$ cat src/hps_io_defs.svh
// hps word port constants
// widths, counts and the download address step

`ifndef HPS_IO_DEFS_SVH
`define HPS_IO_DEFS_SVH

// host word bus
`define HPS_DW          16
// saturating word counter
`define HPS_CNT_W       4

// user command unit
`define HPS_NUM_JOY     6
`define HPS_STATUS_W    64
`define HPS_ST_TAG      4'hA

// file transfer unit
`define HPS_ADDR_W      27
`define HPS_ADDR_STEP   2
`define HPS_UPLOAD_KEY  16'h00AA

`endif

$ cat src/hps_io_pkg.sv
// hps word port types
// opcodes of both command units and the bus owner encoding

`include "hps_io_defs.svh"

package hps_io_pkg;

	// user commands
	typedef enum logic [`HPS_DW-1:0] {
		CFG        = 16'h0001,
		JOY0       = 16'h0002,
		JOY1       = 16'h0003,
		JOY_RAW    = 16'h000F,
		JOY2       = 16'h0010,
		JOY3       = 16'h0011,
		JOY4       = 16'h0012,
		JOY5       = 16'h0013,
		STATUS     = 16'h001E,
		STATUS_REQ = 16'h0029,
		MENU_MASK  = 16'h002E
	} uio_cmd_e;

	// file transfer commands
	typedef enum logic [`HPS_DW-1:0] {
		FILE_TX     = 16'h0053,
		FILE_TX_DAT = 16'h0054,
		FILE_INDEX  = 16'h0055,
		FILE_INFO   = 16'h0056
	} fio_cmd_e;

	typedef enum logic [1:0] {
		NONE = 2'd0,
		USER = 2'd1,
		FILE = 2'd2
	} bus_owner_e;

endpackage

$ cat src/hps_word_if.sv
// one peer's view of the framed host word bus
// the frame side drives the word stream, the peer answers with a reply word

`timescale 1ns/1ns

`include "hps_io_defs.svh"

interface hps_word_if;

	// one cycle per host word
	logic                  strobe;
	// command word of the frame
	logic                  first;
	logic [`HPS_DW-1:0]    cmd;
	// argument index, zero on the first argument
	logic [`HPS_CNT_W-1:0] word_cnt;
	logic [`HPS_DW-1:0]    din;
	// registered reply
	logic [`HPS_DW-1:0]    dout;
	// peer owns the current frame
	logic                  open;

	modport frame (
		output strobe, first, cmd, word_cnt, din, open,
		input  dout
	);

	modport peer (
		input  strobe, first, cmd, word_cnt, din, open,
		output dout
	);

endinterface

$ cat src/hps_bus_frame.sv
// frame arbiter for the host word bus
// grants each frame to one peer, captures the command and counts the words

`timescale 1ns/1ns

`include "hps_io_defs.svh"

module hps_bus_frame (
	input  logic               clk_sys,
	input  logic               rst_n,
	input  logic               io_enable,
	input  logic               fp_enable,
	input  logic               io_strobe,
	input  logic [`HPS_DW-1:0] io_din,
	output logic [`HPS_DW-1:0] io_dout,
	hps_word_if.frame          uio_bus,
	hps_word_if.frame          fio_bus
);

	hps_io_pkg::bus_owner_e owner_q;
	hps_io_pkg::bus_owner_e owner_new;
	hps_io_pkg::bus_owner_e owner_cur;
	logic                   owner_live;
	logic                   has_cmd;
	logic [`HPS_DW-1:0]     cmd_q;
	logic [`HPS_CNT_W-1:0]  cnt_q;

	////////////////////////////////////////////////////////////////////////////
	// ownership
	////////////////////////////////////////////////////////////////////////////

	// file transfers win when both enables rise together
	assign owner_new = fp_enable ? hps_io_pkg::FILE :
		io_enable ? hps_io_pkg::USER : hps_io_pkg::NONE;

	assign owner_live = (owner_q == hps_io_pkg::FILE && fp_enable) ||
		(owner_q == hps_io_pkg::USER && io_enable);

	// grant is usable on the first cycle of a frame
	assign owner_cur = (owner_q == hps_io_pkg::NONE) ? owner_new :
		owner_live ? owner_q : hps_io_pkg::NONE;

	always_ff @(posedge clk_sys or negedge rst_n) begin
		if (!rst_n) begin
			owner_q <= hps_io_pkg::NONE;
			has_cmd <= 1'b0;
			cmd_q   <= '0;
			cnt_q   <= '0;
		end else begin
			if (owner_q == hps_io_pkg::NONE)
				owner_q <= owner_new;
			// no new grant until the bus has gone idle
			else if (!io_enable && !fp_enable)
				owner_q <= hps_io_pkg::NONE;

			if (owner_cur == hps_io_pkg::NONE) begin
				has_cmd <= 1'b0;
			end else if (io_strobe) begin
				if (!has_cmd) begin
					cmd_q   <= io_din;
					has_cmd <= 1'b1;
					cnt_q   <= '0;
				end else if (~&cnt_q) begin
					cnt_q <= cnt_q + 1'b1;
				end
			end
		end
	end

	////////////////////////////////////////////////////////////////////////////
	// word routing
	////////////////////////////////////////////////////////////////////////////

	assign uio_bus.open     = (owner_cur == hps_io_pkg::USER);
	assign uio_bus.strobe   = io_strobe && uio_bus.open;
	assign uio_bus.first    = uio_bus.open && !has_cmd;
	assign uio_bus.cmd      = cmd_q;
	assign uio_bus.word_cnt = cnt_q;
	assign uio_bus.din      = io_din;

	assign fio_bus.open     = (owner_cur == hps_io_pkg::FILE);
	assign fio_bus.strobe   = io_strobe && fio_bus.open;
	assign fio_bus.first    = fio_bus.open && !has_cmd;
	assign fio_bus.cmd      = cmd_q;
	assign fio_bus.word_cnt = cnt_q;
	assign fio_bus.din      = io_din;

	// reply of the current owner only
	always_comb begin
		case (owner_cur)
			hps_io_pkg::USER: io_dout = uio_bus.dout;
			hps_io_pkg::FILE: io_dout = fio_bus.dout;
			default:          io_dout = '0;
		endcase
	end

endmodule

$ cat src/uio_regs.sv
// user command unit
// config word, joysticks, status and the status-set request

`timescale 1ns/1ns

`include "hps_io_defs.svh"

module uio_regs (
	input  logic                     clk_sys,
	input  logic                     rst_n,
	hps_word_if.peer                 bus,
	output logic [31:0]              joystick_0,
	output logic [31:0]              joystick_1,
	output logic [31:0]              joystick_2,
	output logic [31:0]              joystick_3,
	output logic [31:0]              joystick_4,
	output logic [31:0]              joystick_5,
	output logic [1:0]               buttons,
	output logic                     forced_scandoubler,
	output logic                     direct_video,
	output logic [`HPS_STATUS_W-1:0] status,
	input  logic [`HPS_STATUS_W-1:0] status_in,
	input  logic                     status_set,
	input  logic [`HPS_DW-1:0]       status_menumask,
	input  logic [`HPS_DW-1:0]       joy_raw
);

	localparam int JOY_IDX_W = $clog2(`HPS_NUM_JOY);

	logic [`HPS_DW-1:0]        cfg;
	logic [31:0]               joy [`HPS_NUM_JOY];
	logic [JOY_IDX_W-1:0]      joy_idx;
	logic                      joy_hit;
	logic                      act;
	logic                      st_old;
	logic [3:0]                st_cnt;
	logic [`HPS_STATUS_W-1:0]  st_req;

	assign buttons            = cfg[1:0];
	assign forced_scandoubler = cfg[4];
	assign direct_video       = cfg[10];

	assign joystick_0 = joy[0];
	assign joystick_1 = joy[1];
	assign joystick_2 = joy[2];
	assign joystick_3 = joy[3];
	assign joystick_4 = joy[4];
	assign joystick_5 = joy[5];

	assign act = bus.open && bus.strobe;

	// joystick opcodes are not contiguous
	always_comb begin
		joy_hit = 1'b1;
		joy_idx = '0;
		case (bus.cmd)
			hps_io_pkg::JOY0: joy_idx = JOY_IDX_W'(0);
			hps_io_pkg::JOY1: joy_idx = JOY_IDX_W'(1);
			hps_io_pkg::JOY2: joy_idx = JOY_IDX_W'(2);
			hps_io_pkg::JOY3: joy_idx = JOY_IDX_W'(3);
			hps_io_pkg::JOY4: joy_idx = JOY_IDX_W'(4);
			hps_io_pkg::JOY5: joy_idx = JOY_IDX_W'(5);
			default:          joy_hit = 1'b0;
		endcase
	end

	////////////////////////////////////////////////////////////////////////////
	// status-set request
	////////////////////////////////////////////////////////////////////////////

	always_ff @(posedge clk_sys or negedge rst_n) begin
		if (!rst_n) begin
			st_old <= 1'b0;
			st_cnt <= '0;
		end else begin
			st_old <= status_set;
			if (status_set && !st_old)
				st_cnt <= st_cnt + 1'b1;
		end
	end

	always_ff @(posedge clk_sys) begin
		if (status_set && !st_old)
			st_req <= status_in;
	end

	////////////////////////////////////////////////////////////////////////////
	// command decode
	////////////////////////////////////////////////////////////////////////////

	always_ff @(posedge clk_sys or negedge rst_n) begin
		if (!rst_n) begin
			cfg      <= '0;
			status   <= '0;
			bus.dout <= '0;
			for (int j = 0; j < `HPS_NUM_JOY; j++)
				joy[j] <= '0;
		end else if (act) begin
			bus.dout <= '0;
			if (bus.first) begin
				// tag and request count in one byte
				if (bus.din == hps_io_pkg::STATUS_REQ)
					bus.dout <= {8'h00, `HPS_ST_TAG, st_cnt};
			end else begin
				case (bus.cmd)
					hps_io_pkg::CFG:
						cfg <= bus.din;
					hps_io_pkg::STATUS:
						if (bus.word_cnt < 4)
							status[{bus.word_cnt[1:0], 4'b0000} +: 16] <= bus.din;
					hps_io_pkg::STATUS_REQ:
						if (bus.word_cnt < 4)
							bus.dout <= st_req[{bus.word_cnt[1:0], 4'b0000} +: 16];
					hps_io_pkg::JOY_RAW:
						bus.dout <= joy_raw;
					hps_io_pkg::MENU_MASK:
						if (bus.word_cnt == 0)
							bus.dout <= status_menumask;
					default: ;
				endcase
				// low half first
				if (joy_hit) begin
					if (bus.word_cnt == 0)
						joy[joy_idx][15:0] <= bus.din;
					else if (bus.word_cnt == 1)
						joy[joy_idx][31:16] <= bus.din;
				end
			end
		end
	end

endmodule

$ cat src/fio_loader.sv
// file transfer unit
// index and extension, download write pulses and upload read pulses

`timescale 1ns/1ns

`include "hps_io_defs.svh"

module fio_loader (
	input  logic                   clk_sys,
	input  logic                   rst_n,
	hps_word_if.peer               bus,
	output logic                   ioctl_download,
	output logic                   ioctl_upload,
	output logic [`HPS_DW-1:0]     ioctl_index,
	output logic [31:0]            ioctl_file_ext,
	output logic                   ioctl_wr,
	output logic                   ioctl_rd,
	output logic [`HPS_ADDR_W-1:0] ioctl_addr,
	output logic [`HPS_DW-1:0]     ioctl_dout,
	input  logic [`HPS_DW-1:0]     ioctl_din
);

	logic                   act;
	logic                   arg;
	logic                   is_tx;
	logic                   is_dat;
	logic                   tx_up;
	logic                   tx_dn;
	logic                   tx_stop;
	logic                   dat_wr;
	logic                   dat_rd;
	logic                   wr_pend;
	logic [`HPS_ADDR_W-1:0] addr_nxt;

	assign act    = bus.open && bus.strobe;
	assign arg    = act && !bus.first;
	assign is_tx  = arg && (bus.cmd == hps_io_pkg::FILE_TX);
	assign is_dat = arg && (bus.cmd == hps_io_pkg::FILE_TX_DAT);

	// first FILE_TX argument selects the transfer
	assign tx_up   = is_tx && bus.word_cnt == 0 && bus.din == `HPS_UPLOAD_KEY;
	assign tx_stop = is_tx && bus.word_cnt == 0 && bus.din == '0;
	assign tx_dn   = is_tx && bus.word_cnt == 0 && !tx_up && !tx_stop;

	assign dat_wr = is_dat && ioctl_download;
	assign dat_rd = is_dat && ioctl_upload && !ioctl_download;

	////////////////////////////////////////////////////////////////////////////
	// transfer control
	////////////////////////////////////////////////////////////////////////////

	always_ff @(posedge clk_sys or negedge rst_n) begin
		if (!rst_n) begin
			ioctl_download <= 1'b0;
			ioctl_upload   <= 1'b0;
			wr_pend        <= 1'b0;
			ioctl_wr       <= 1'b0;
			ioctl_rd       <= 1'b0;
			bus.dout       <= '0;
		end else begin
			// write lands one cycle after the address and data
			wr_pend  <= dat_wr;
			ioctl_wr <= wr_pend;
			ioctl_rd <= tx_up || dat_rd;
			if (tx_up)
				ioctl_upload <= 1'b1;
			if (tx_dn)
				ioctl_download <= 1'b1;
			if (tx_stop) begin
				ioctl_download <= 1'b0;
				ioctl_upload   <= 1'b0;
			end
			if (act)
				bus.dout <= dat_rd ? ioctl_din : '0;
		end
	end

	////////////////////////////////////////////////////////////////////////////
	// address, data and file info
	////////////////////////////////////////////////////////////////////////////

	always_ff @(posedge clk_sys) begin
		if (tx_up)
			ioctl_addr <= '0;
		if (tx_dn)
			addr_nxt <= '0;
		// park on the next download address
		if (tx_stop && ioctl_download)
			ioctl_addr <= addr_nxt;
		if (is_tx && bus.word_cnt == 1) begin
			ioctl_addr[15:0] <= bus.din;
			addr_nxt[15:0]   <= bus.din;
		end
		if (is_tx && bus.word_cnt == 2) begin
			ioctl_addr[`HPS_ADDR_W-1:16] <= bus.din[`HPS_ADDR_W-17:0];
			addr_nxt[`HPS_ADDR_W-1:16]   <= bus.din[`HPS_ADDR_W-17:0];
		end
		if (dat_wr) begin
			ioctl_addr <= addr_nxt;
			ioctl_dout <= bus.din;
			addr_nxt   <= addr_nxt + `HPS_ADDR_W'(`HPS_ADDR_STEP);
		end
		if (dat_rd)
			ioctl_addr <= ioctl_addr + `HPS_ADDR_W'(`HPS_ADDR_STEP);
		if (arg && bus.cmd == hps_io_pkg::FILE_INDEX)
			ioctl_index <= bus.din;
		// extension arrives high half first
		if (arg && bus.cmd == hps_io_pkg::FILE_INFO) begin
			if (bus.word_cnt == 0)
				ioctl_file_ext[31:16] <= bus.din;
			else if (bus.word_cnt == 1)
				ioctl_file_ext[15:0] <= bus.din;
		end
	end

endmodule

$ cat src/hps_io.sv
// hps word port top level
// arbiter plus user and file command units on plain ports

`timescale 1ns/1ns

`include "hps_io_defs.svh"

module hps_io (
	input  logic                     clk_sys,
	input  logic                     rst_n,
	input  logic                     io_enable,
	input  logic                     fp_enable,
	input  logic                     io_strobe,
	input  logic [`HPS_DW-1:0]       io_din,
	output logic [`HPS_DW-1:0]       io_dout,
	// user side
	output logic [31:0]              joystick_0,
	output logic [31:0]              joystick_1,
	output logic [31:0]              joystick_2,
	output logic [31:0]              joystick_3,
	output logic [31:0]              joystick_4,
	output logic [31:0]              joystick_5,
	output logic [1:0]               buttons,
	output logic                     forced_scandoubler,
	output logic                     direct_video,
	output logic [`HPS_STATUS_W-1:0] status,
	input  logic [`HPS_STATUS_W-1:0] status_in,
	input  logic                     status_set,
	input  logic [`HPS_DW-1:0]       status_menumask,
	input  logic [`HPS_DW-1:0]       joy_raw,
	// file side
	output logic                     ioctl_download,
	output logic                     ioctl_upload,
	output logic [`HPS_DW-1:0]       ioctl_index,
	output logic [31:0]              ioctl_file_ext,
	output logic                     ioctl_wr,
	output logic                     ioctl_rd,
	output logic [`HPS_ADDR_W-1:0]   ioctl_addr,
	output logic [`HPS_DW-1:0]       ioctl_dout,
	input  logic [`HPS_DW-1:0]       ioctl_din
);

	hps_word_if uio_bus ();
	hps_word_if fio_bus ();

	hps_bus_frame u_frame (
		.clk_sys   (clk_sys),
		.rst_n     (rst_n),
		.io_enable (io_enable),
		.fp_enable (fp_enable),
		.io_strobe (io_strobe),
		.io_din    (io_din),
		.io_dout   (io_dout),
		.uio_bus   (uio_bus.frame),
		.fio_bus   (fio_bus.frame)
	);

	uio_regs u_uio (
		.clk_sys            (clk_sys),
		.rst_n              (rst_n),
		.bus                (uio_bus.peer),
		.joystick_0         (joystick_0),
		.joystick_1         (joystick_1),
		.joystick_2         (joystick_2),
		.joystick_3         (joystick_3),
		.joystick_4         (joystick_4),
		.joystick_5         (joystick_5),
		.buttons            (buttons),
		.forced_scandoubler (forced_scandoubler),
		.direct_video       (direct_video),
		.status             (status),
		.status_in          (status_in),
		.status_set         (status_set),
		.status_menumask    (status_menumask),
		.joy_raw            (joy_raw)
	);

	fio_loader u_fio (
		.clk_sys        (clk_sys),
		.rst_n          (rst_n),
		.bus            (fio_bus.peer),
		.ioctl_download (ioctl_download),
		.ioctl_upload   (ioctl_upload),
		.ioctl_index    (ioctl_index),
		.ioctl_file_ext (ioctl_file_ext),
		.ioctl_wr       (ioctl_wr),
		.ioctl_rd       (ioctl_rd),
		.ioctl_addr     (ioctl_addr),
		.ioctl_dout     (ioctl_dout),
		.ioctl_din      (ioctl_din)
	);

endmodule

$ cat config.mk
export PLATFORM = sky130hd
export DESIGN_NAME = hps_io
export DESIGN_NICKNAME = d
export VERILOG_FILES = /design/src/hps_io_pkg.sv /design/src/hps_word_if.sv /design/src/hps_bus_frame.sv /design/src/uio_regs.sv /design/src/fio_loader.sv /design/src/hps_io.sv
export VERILOG_INCLUDE_DIRS = /design/src
export SDC_FILE = /design/constraint.sdc
export NUM_CORES = 1
export LEC_CHECK = 0
export ABC_AREA = 1
export BUFFER_PORTS_ARGS = -buffer_cell sky130_fd_sc_hd__buf_2
export CAP_MARGIN = 0
export CORE_ASPECT_RATIO = 1.2
export CORE_MARGIN = 3
export CORE_UTILIZATION = 30
export CTS_BUF_LIST = sky130_fd_sc_hd__clkbuf_16
export DETAILED_ROUTE_END_ITERATION = 6
export HOLD_SLACK_MARGIN = 0.03
export PLACE_DENSITY = 0.58
export SETUP_SLACK_MARGIN = 0.5
export SYNTH_ARGS = -nofsm -noshare
export SYNTH_HDL_FRONTEND = slang
export SYNTH_HIERARCHICAL = 1
export SYNTH_SLANG_ARGS = --single-unit
$ cat constraint.sdc
create_clock -name clk_sys -period 4.7 [get_ports clk_sys]
set_input_delay 0 -clock clk_sys [delete_from_list [all_inputs] [get_ports clk_sys]]
set_output_delay 0 -clock clk_sys [all_outputs]
set_load 0.005 [all_outputs]
==> summary.md, run 1 <==
| Metric | Value |
|---|---|
| Post-route minimum period | 3.84 ns |
| Metal3 WL | 5.68 mm |
| DR WL met2 | 43.6 mm |
| Overflow after GRT | 0 |
| CP Class | reg2reg |
| RSZ-0062 raised after global routing | false |
| Synth area leaders | dfrtp_1 (35%), edfxtp_1 (23%), nand2_1 (12%), nand4_1 (5.3%), o21ai_0 (3.6%) |
| Final net count | 3237 |
| Wire length per cell | 21.3 µm |
| Slew Limit Fails | 0 |
| Clock-pin slew on the worst setup and hold paths | 0.06 ns |
| Total CTS buffers | 54 |
| Post-synth EDFFs | 182 |
| Hold Crit Class | in2async |
| Initial antenna violation count | 9 |
| Share of post-route cells with drive strength above 1 | 23.3% |
| Least-Margin Pin Slew | 1.22 ns |
| Die Wd | 262 µm |
| Global-route wire length before repair | 130 mm |
| Worst hold margin | -0.0178 ns |
| CTS Sinks | 507 |
| Final WL | 88.6 mm |
| Post-synth top area share | 34.5% |
| Max Clk Rate | 260 MHz |
| Root buf cell | clkbuf_16 |
| Worst-path fanout max | 42 |
| Initial Utilization | 30.6% |
| Final setup violation count | 0 |
| WL met1 | 34.6 mm |
| Worst Skew | 0.0303 ns |
| Max layer used | met4 |
| CP Launch Type | flip-flop |
| Seq/Total Area, Yosys | 57.7% |
| Final GP Congestion | 0.883 |
| Core Rows | 111 |
| Boundary Pins | 505 |
| Synth Register Bits | 507 |
| Setup TNS | 0 ns |
| Element type at the critical path end | flip-flop |
| Netlist cell types | 51 |
| CTS H-Tree Depth | 2 |
| Crit path buffers/inverters | 5 |
| Maximum capacitance violations | 0 |
| Slowest CP cell | nand4_1 |
| Crit path required time | 4.94 ns |
| Syn_nets | 2677 |
| CTS Buffer Depth | 3 |
| Mapped Cells | 2531 |
| Critical R2R Launch | u_frame/owner_q[0] |
| Final core occ | 38.8% |
| Gr usage total | 21.1% |
| Peak VDD IR | 0.268 mV |
| CP startpoint | u_frame/owner_q[0] |
| HPWL Detailed | 59.5 mm |
| Core area | 77100 µm² |
| CP delay by family, top | simple AND/OR/NAND/NOR gates |
| Slowest stage delay, CP | 0.66 ns |
| Area delta synth->final | 27.0% |
| DR vias | 20600 |
| Area of the multi-input gates | 8280 µm² |
| Register area | 13600 µm² |
| Die height | 313 µm |
| Period utilization | 81.8% |
| Residual DRC | 0 |
| PwrDens | 355 nW/µm² |
| Post-DR vias/cell | 4.96 |
| Critical Path AT | 4.08 ns |
| Pleak | 14.6 nW |
| Synth Warn # | 6 |
| Antenna Violating Nets Remaining | 0 |
| Worst path cell trace | inv_1 > nand2_1 > inv_2 > ha_1 > nand2_1 > inv_1 > nand2_4 > inv_6 > nand2_2 > nor2_4 > nand3_2 > nor2_2 > inv_2 > nand4_1 |
| TritonCTS clock tree | done |
| Violated checks | hold timing |
| Vias in the first global route | 20300 |
| Fill cell count | 7702 |
| Clk_lat worst skew | 0.63 ns |
| Outcome | finished, violations left |
| Syn Area/Cell | 9.31 µm² |
| Max-slew headroom | 18.3% |
| Post-synthesis cell area | 23600 µm² |
| Initial detailed-routing violation count | 1898 |
| Asr flop ratio synth | 64.1% |
| Drt pass-1 iters | 6 |
| Primary FF master, synth | dfrtp_1 |
| Final Hold Viols | 3 |
| Yosys top cell by area | dfrtp_1 |
| Port Buffers | 504 |
| Die area | 82000 µm² |
| Largest net degree at the start of global routing | 130 |
[state kept, by name (all words and copies together) (netlist names), 32 cells and up]
register	cells
u_uio/joystick_2	32
u_uio/status	64
u_uio/joystick_3	32
u_uio/joystick_5	32
u_uio/joystick_0	32
u_fio/ioctl_file_ext	32
u_uio/joystick_1	32
u_uio/st_req	64
u_uio/joystick_4	32
[worst paths after layout]
path | cells after the start | endpoint | slack (ns)
max | 14 | u_fio/ioctl_addr[2] | 0.86
min | 2 | u_uio/status[7] | -0.02
max reg2reg | 14 | u_fio/ioctl_addr[2] | 0.86
min reg2reg | 0 | u_fio/ioctl_wr | 0.36
max in group asynchronous | 3 | u_uio/joystick_5[7] | 3.49
min in group clk_sys | 4 | u_frame/has_cmd | 0.05
[cell usage in the layout, fill, tap and decap left out, types with 6 or more instances in the layout]
cell type,count
a21oi_1,64
buf_2,503
buf_4,37
bufinv_16,7
clkbuf_16,54
clkinv_1,15
clkinv_2,9
dfrtp_1,324
diode_2,8
dlygate4sd3_1,157
edfxtp_1,182
ha_1,12
inv_1,122
inv_2,10
nand2_1,729
nand2_2,27
nand3_1,136
nand4_1,201
nand4_4,7
nor2_1,183
nor2_2,16
nor2_4,9
nor3_1,19
o21ai_0,170
o21ai_1,22
o21bai_1,6
o22ai_1,22
xor2_1,15
[power by group]
| group | total (mW) | internal (mW) | switching, mW | leakage, nW |
|---|---|---|---|---|
| combinational | 1.49 | 0.342 | 1.15 | 7.60 |
| sequential | 4.78 | 4.68 | 0.100 | 6.10 |
| clock | 4.35 | 2.48 | 1.87 | 0.880 |
| total | 10.6 | 7.50 | 3.11 | 14.6 |
[synthesized netlist by cell type (2+ instances only)]
master      n
nor2_4      7
a31oi_1     3
xor2_1     15
nor2_8      2
clkbuf_1   67
nor4_1      5
nor3_2      3
nand3_4     3
a31o_2      2
buf_1       2
dfrtp_1   325
nor2_1    184
nand2_1   729
nand2_4     5
nand3_2     5
buf_2      50
xnor2_1     5
a21oi_1    64
nor3_1     19
o31ai_1     2
buf_6      24
o211ai_1    3
edfxtp_1  182
nand4_1   201
nor2_2     17
ha_1       12
nand3_1   136
inv_2      10
o21ai_0   170
nand4_4     7
inv_1     116
clkinv_1    4
o21bai_1    6
nand2_2    27
nor3b_1     2
or2_2       4
o21ai_1    22
nand4_2     3
buf_4      55
o22ai_1    22
[per-stage QoR]
step / setup slack, ns / cells / cell area, µm² / power, mW
floorplan: 0.779 / 2531 / 23600 / 5.79
global placement: 0.840 / 3895 / 26500 / 6.25
detailed placement: 0.781 / 3895 / 26500 / 6.27
CTS: 0.773 / 4152 / 29900 / 10.7
global route: 0.515 / 4160 / 29900 / 11.1
finish: 0.856 / 4160 / 29900 / 10.6
[layer usage]
layer | GRT usage [%] | vias to the layer above
met5 | 0 | -
met4 | 10.2 | 0
met3 | 3.91 | 225
met2 | 35.8 | 817
met1 | 25.6 | 9948
li1 | - | 9644
[layout make-up]
cell class	count	share of cell area (%)
antenna	8	0.0669
clock buffer	54	4.51
clock inverter	46	1.48
inverter	132	1.70
multi-input combinational	1694	27.7
sequential	507	45.4
tap	1017	4.25
timing repair buffer	702	14.9
[what timing repair did]
| item | 4_1_cts | 5_1_grt |
|---|---|---|
| endpoints found under the setup margin | 0 | 16 |
| hold endpoints to repair | 386 | 0 |
| gates resized for setup | 0 | 2 |
| hold buffers | 157 | 0 |
| buffers inserted | 0 | 0 |
[kinds of logic after synthesis]
group | share of synthesized area (%)
AO/OA/AOI/OAI | 6.78
adder cells (fa/ha/maj) | 0.637
XOR/XNOR | 0.743
flip-flops | 57.7
buffers and inverters | 7.21
AND/OR/NAND/NOR | 26.9
Note: power is estimated with default switching activity, not from simulation.
==> run 2, diff against run 1 <==
Clock period 4.7 ns to 3.6 ns, I/O delays scaled along.
==> summary.md, run 2 (synthesized netlist as in run 1, its figures left out) <==
| Metric | Value |
|---|---|
| PwrDens | 462 nW/µm² |
| Period utilization | 80.3% |
| Antenna Violating Nets Remaining | 0 |
| Port Buffers | 504 |
| Total CTS buffers | 54 |
| CP delay by family, top | simple AND/OR/NAND/NOR gates |
| Initial Utilization | 30.6% |
| Peak VDD IR | 0.391 mV |
| FF-to-FF path depth | 18 |
| Most frequent cells in the layout | nand2_1 (726), buf_2 (503), dfrtp_1 (324) |
| Max-slew headroom | 14.7% |
| R2r setup slk | 0.71 ns |
| CTS H-Tree Depth | 2 |
| Residual DRC | 0 |
| CP Launch Type | flip-flop |
| CP startpoint | u_frame/owner_q[0] |
| Vias in the first global route | 20600 |
| Pleak | 14.7 nW |
| Least-Margin Pin Slew | 1.28 ns |
| Finished Layout Cells | 4180 |
| Final WL | 89.3 mm |
| Critical R2R Launch | u_frame/owner_q[0] |
| Clock-pin slew on the worst setup and hold paths | 0.06 ns |
| DR vias | 20800 |
| Total Power | 14.0 mW |
| Cell count after placement | 3913 |
| Worst-path fanout max | 22 |
| Hold Crit Class | in2reg |
| Worst path cell trace | inv_1 > nand2_2 > nand3_2 > ha_1 > nand2_1 > inv_1 > nand2_4 > inv_8 > nand2_2 > nor2_4 > nand3_2 > nor2_4 > buf_4 > nand3_4 > buf_12 > buf_12 > a21oi_1 > a21oi_1 |
| Worst Skew | 0.0518 ns |
| Gr usage total | 21.1% |
| CP Class | reg2reg |
| Outcome | finished, final reports clean |
| Final Hold Viols | 0 |
| Fin area | 30200 µm² |
| TritonCTS clock tree | done |
| End point of the critical path | u_fio/ioctl_addr[4] |
| Top flop regs | u_uio/st_req x64, u_uio/status x64 |
| Global-route wire length before repair | 131 mm |
| Element type at the critical path end | flip-flop |
| Worst hold margin | 0.0702 ns |
| Area after DPL | 26700 µm² |
| RR Endpoint | u_fio/ioctl_addr[4] |
| Setup TNS | 0 ns |
| Crit path buffers/inverters | 6 |
| Post-route minimum period | 2.89 ns |
| Core Rows | 111 |
| HPWL Detailed | 60.7 mm |
| Final setup violation count | 0 |
| Overflow after GRT | 0 |
| Pre-CTS WS | 0.438 ns |
| Crit path required time | 3.96 ns |
| CP Depth | 18 |
| Slew Limit Fails | 0 |
| Core area | 77100 µm² |
| Post-DR vias/cell | 4.97 |
| Largest net degree at the start of global routing | 73 |
| Wire length per cell | 21.4 µm |
| Die area | 82000 µm² |
| Maximum capacitance violations | 0 |
| RSZ-0062 raised after global routing | true |
| Share of post-route cells with drive strength above 1 | 24.2% |
| Commonest non-fill, non-tap cell in the layout | nand2_1 |
| Initial antenna violation count | 8 |
| Final GP Congestion | 0.899 |
| Clk_lat worst skew | 0.63 ns |
| Final net count | 3262 |
| Final core occ | 39.2% |
| Root buf cell | clkbuf_16 |
| Max Clk Rate | 346 MHz |
| CTS Buffer Depth | 3 |
| Die height | 313 µm |
| Setup WS post-layout | 0.707 ns |
| Drt pass-1 iters | 5 |
| Area delta synth->final | 28.4% |
| Slowest CP cell | dfrtp_1 |
| Slowest stage delay, CP | 0.36 ns |
| Fill cell count | 7683 |
| Initial detailed-routing violation count | 1837 |
| Die Wd | 262 µm |
| Critical Path AT | 3.26 ns |
| CTS Sinks | 507 |
| Boundary Pins | 505 |
[run 2: cell count changes in the layout (fill, tap and decap cells not counted), sizes merged]
cell,change
nand3,+1
inv,+5
clkinvlp,-4
clkinv,-1
buf,+28
dlygate4sd3,-5
diode,-4
[run 2: how the worst min path moves through the flow]
stage | start | to | slack [ns] | cells past startpoint
finish | fp_enable | u_frame/has_cmd | 0.07 | 4
global route | fp_enable | u_frame/has_cmd | 0.06 | 4
CTS | status_in[48] | u_uio/st_req[48] | 0.07 | 2
detailed placement | rst_n | u_uio/joystick_3[30] | 0.09 | 1
global placement | rst_n | u_uio/joystick_3[30] | 0.1 | 1
floorplan | rst_n | u_fio/bus.dout[0] | -0.30 | 0
[run 2: metal layers]
| metal | wire [µm] | share of wire (%) | track usage, % | up-vias |
|---|---|---|---|---|
| met5 | 27 | 0.030 | 0 | - |
| met4 | 4520 | 5.1 | 9.84 | 4 |
| met3 | 5590 | 6.3 | 3.60 | 228 |
| met2 | 44300 | 50 | 36.3 | 783 |
| met1 | 34900 | 39 | 25.8 | 10100 |
| li1 | - | - | - | 9687 |
[run 2: where the power goes]
group | switching [mW] | leakage (nW) | internal, mW
clock | 2.46 | 0.900 | 3.25
combinational | 1.53 | 7.75 | 0.494
sequential | 0.143 | 6.10 | 6.11
total | 4.13 | 14.7 | 9.85
[run 2: final cells by class]
cell class	instances	area, µm²	share of cell area [%]
diodes	4	10.0	0.0331
clock buffers	54	1350	4.47
clock inverters	45	457	1.51
inverters	132	518	1.71
multi-input cells	1695	8330	27.5
flip-flops and latches	507	13600	45.0
well taps	1017	1270	4.21
repair buffers	725	4700	15.6
repair inverters	1	8.76	0.0290
[run 2: worst min-delay path: cells and delay by family]
family / cells / cell delay, ns
compound gates: 1 / 0.06
simple gates: 1 / 0.14
fa+ha+maj: 1 / 0.29
buf+inv: 1 / 0.14
[run 2: repair_timing]
item	4_1_cts	5_1_grt
hold endpoints to repair	568	0
hold buffers	153	0
setup endpoints to repair	2	121
setup buffers	0	9
gates cloned	0	2
resized for setup	1	22
pin swaps	0	2
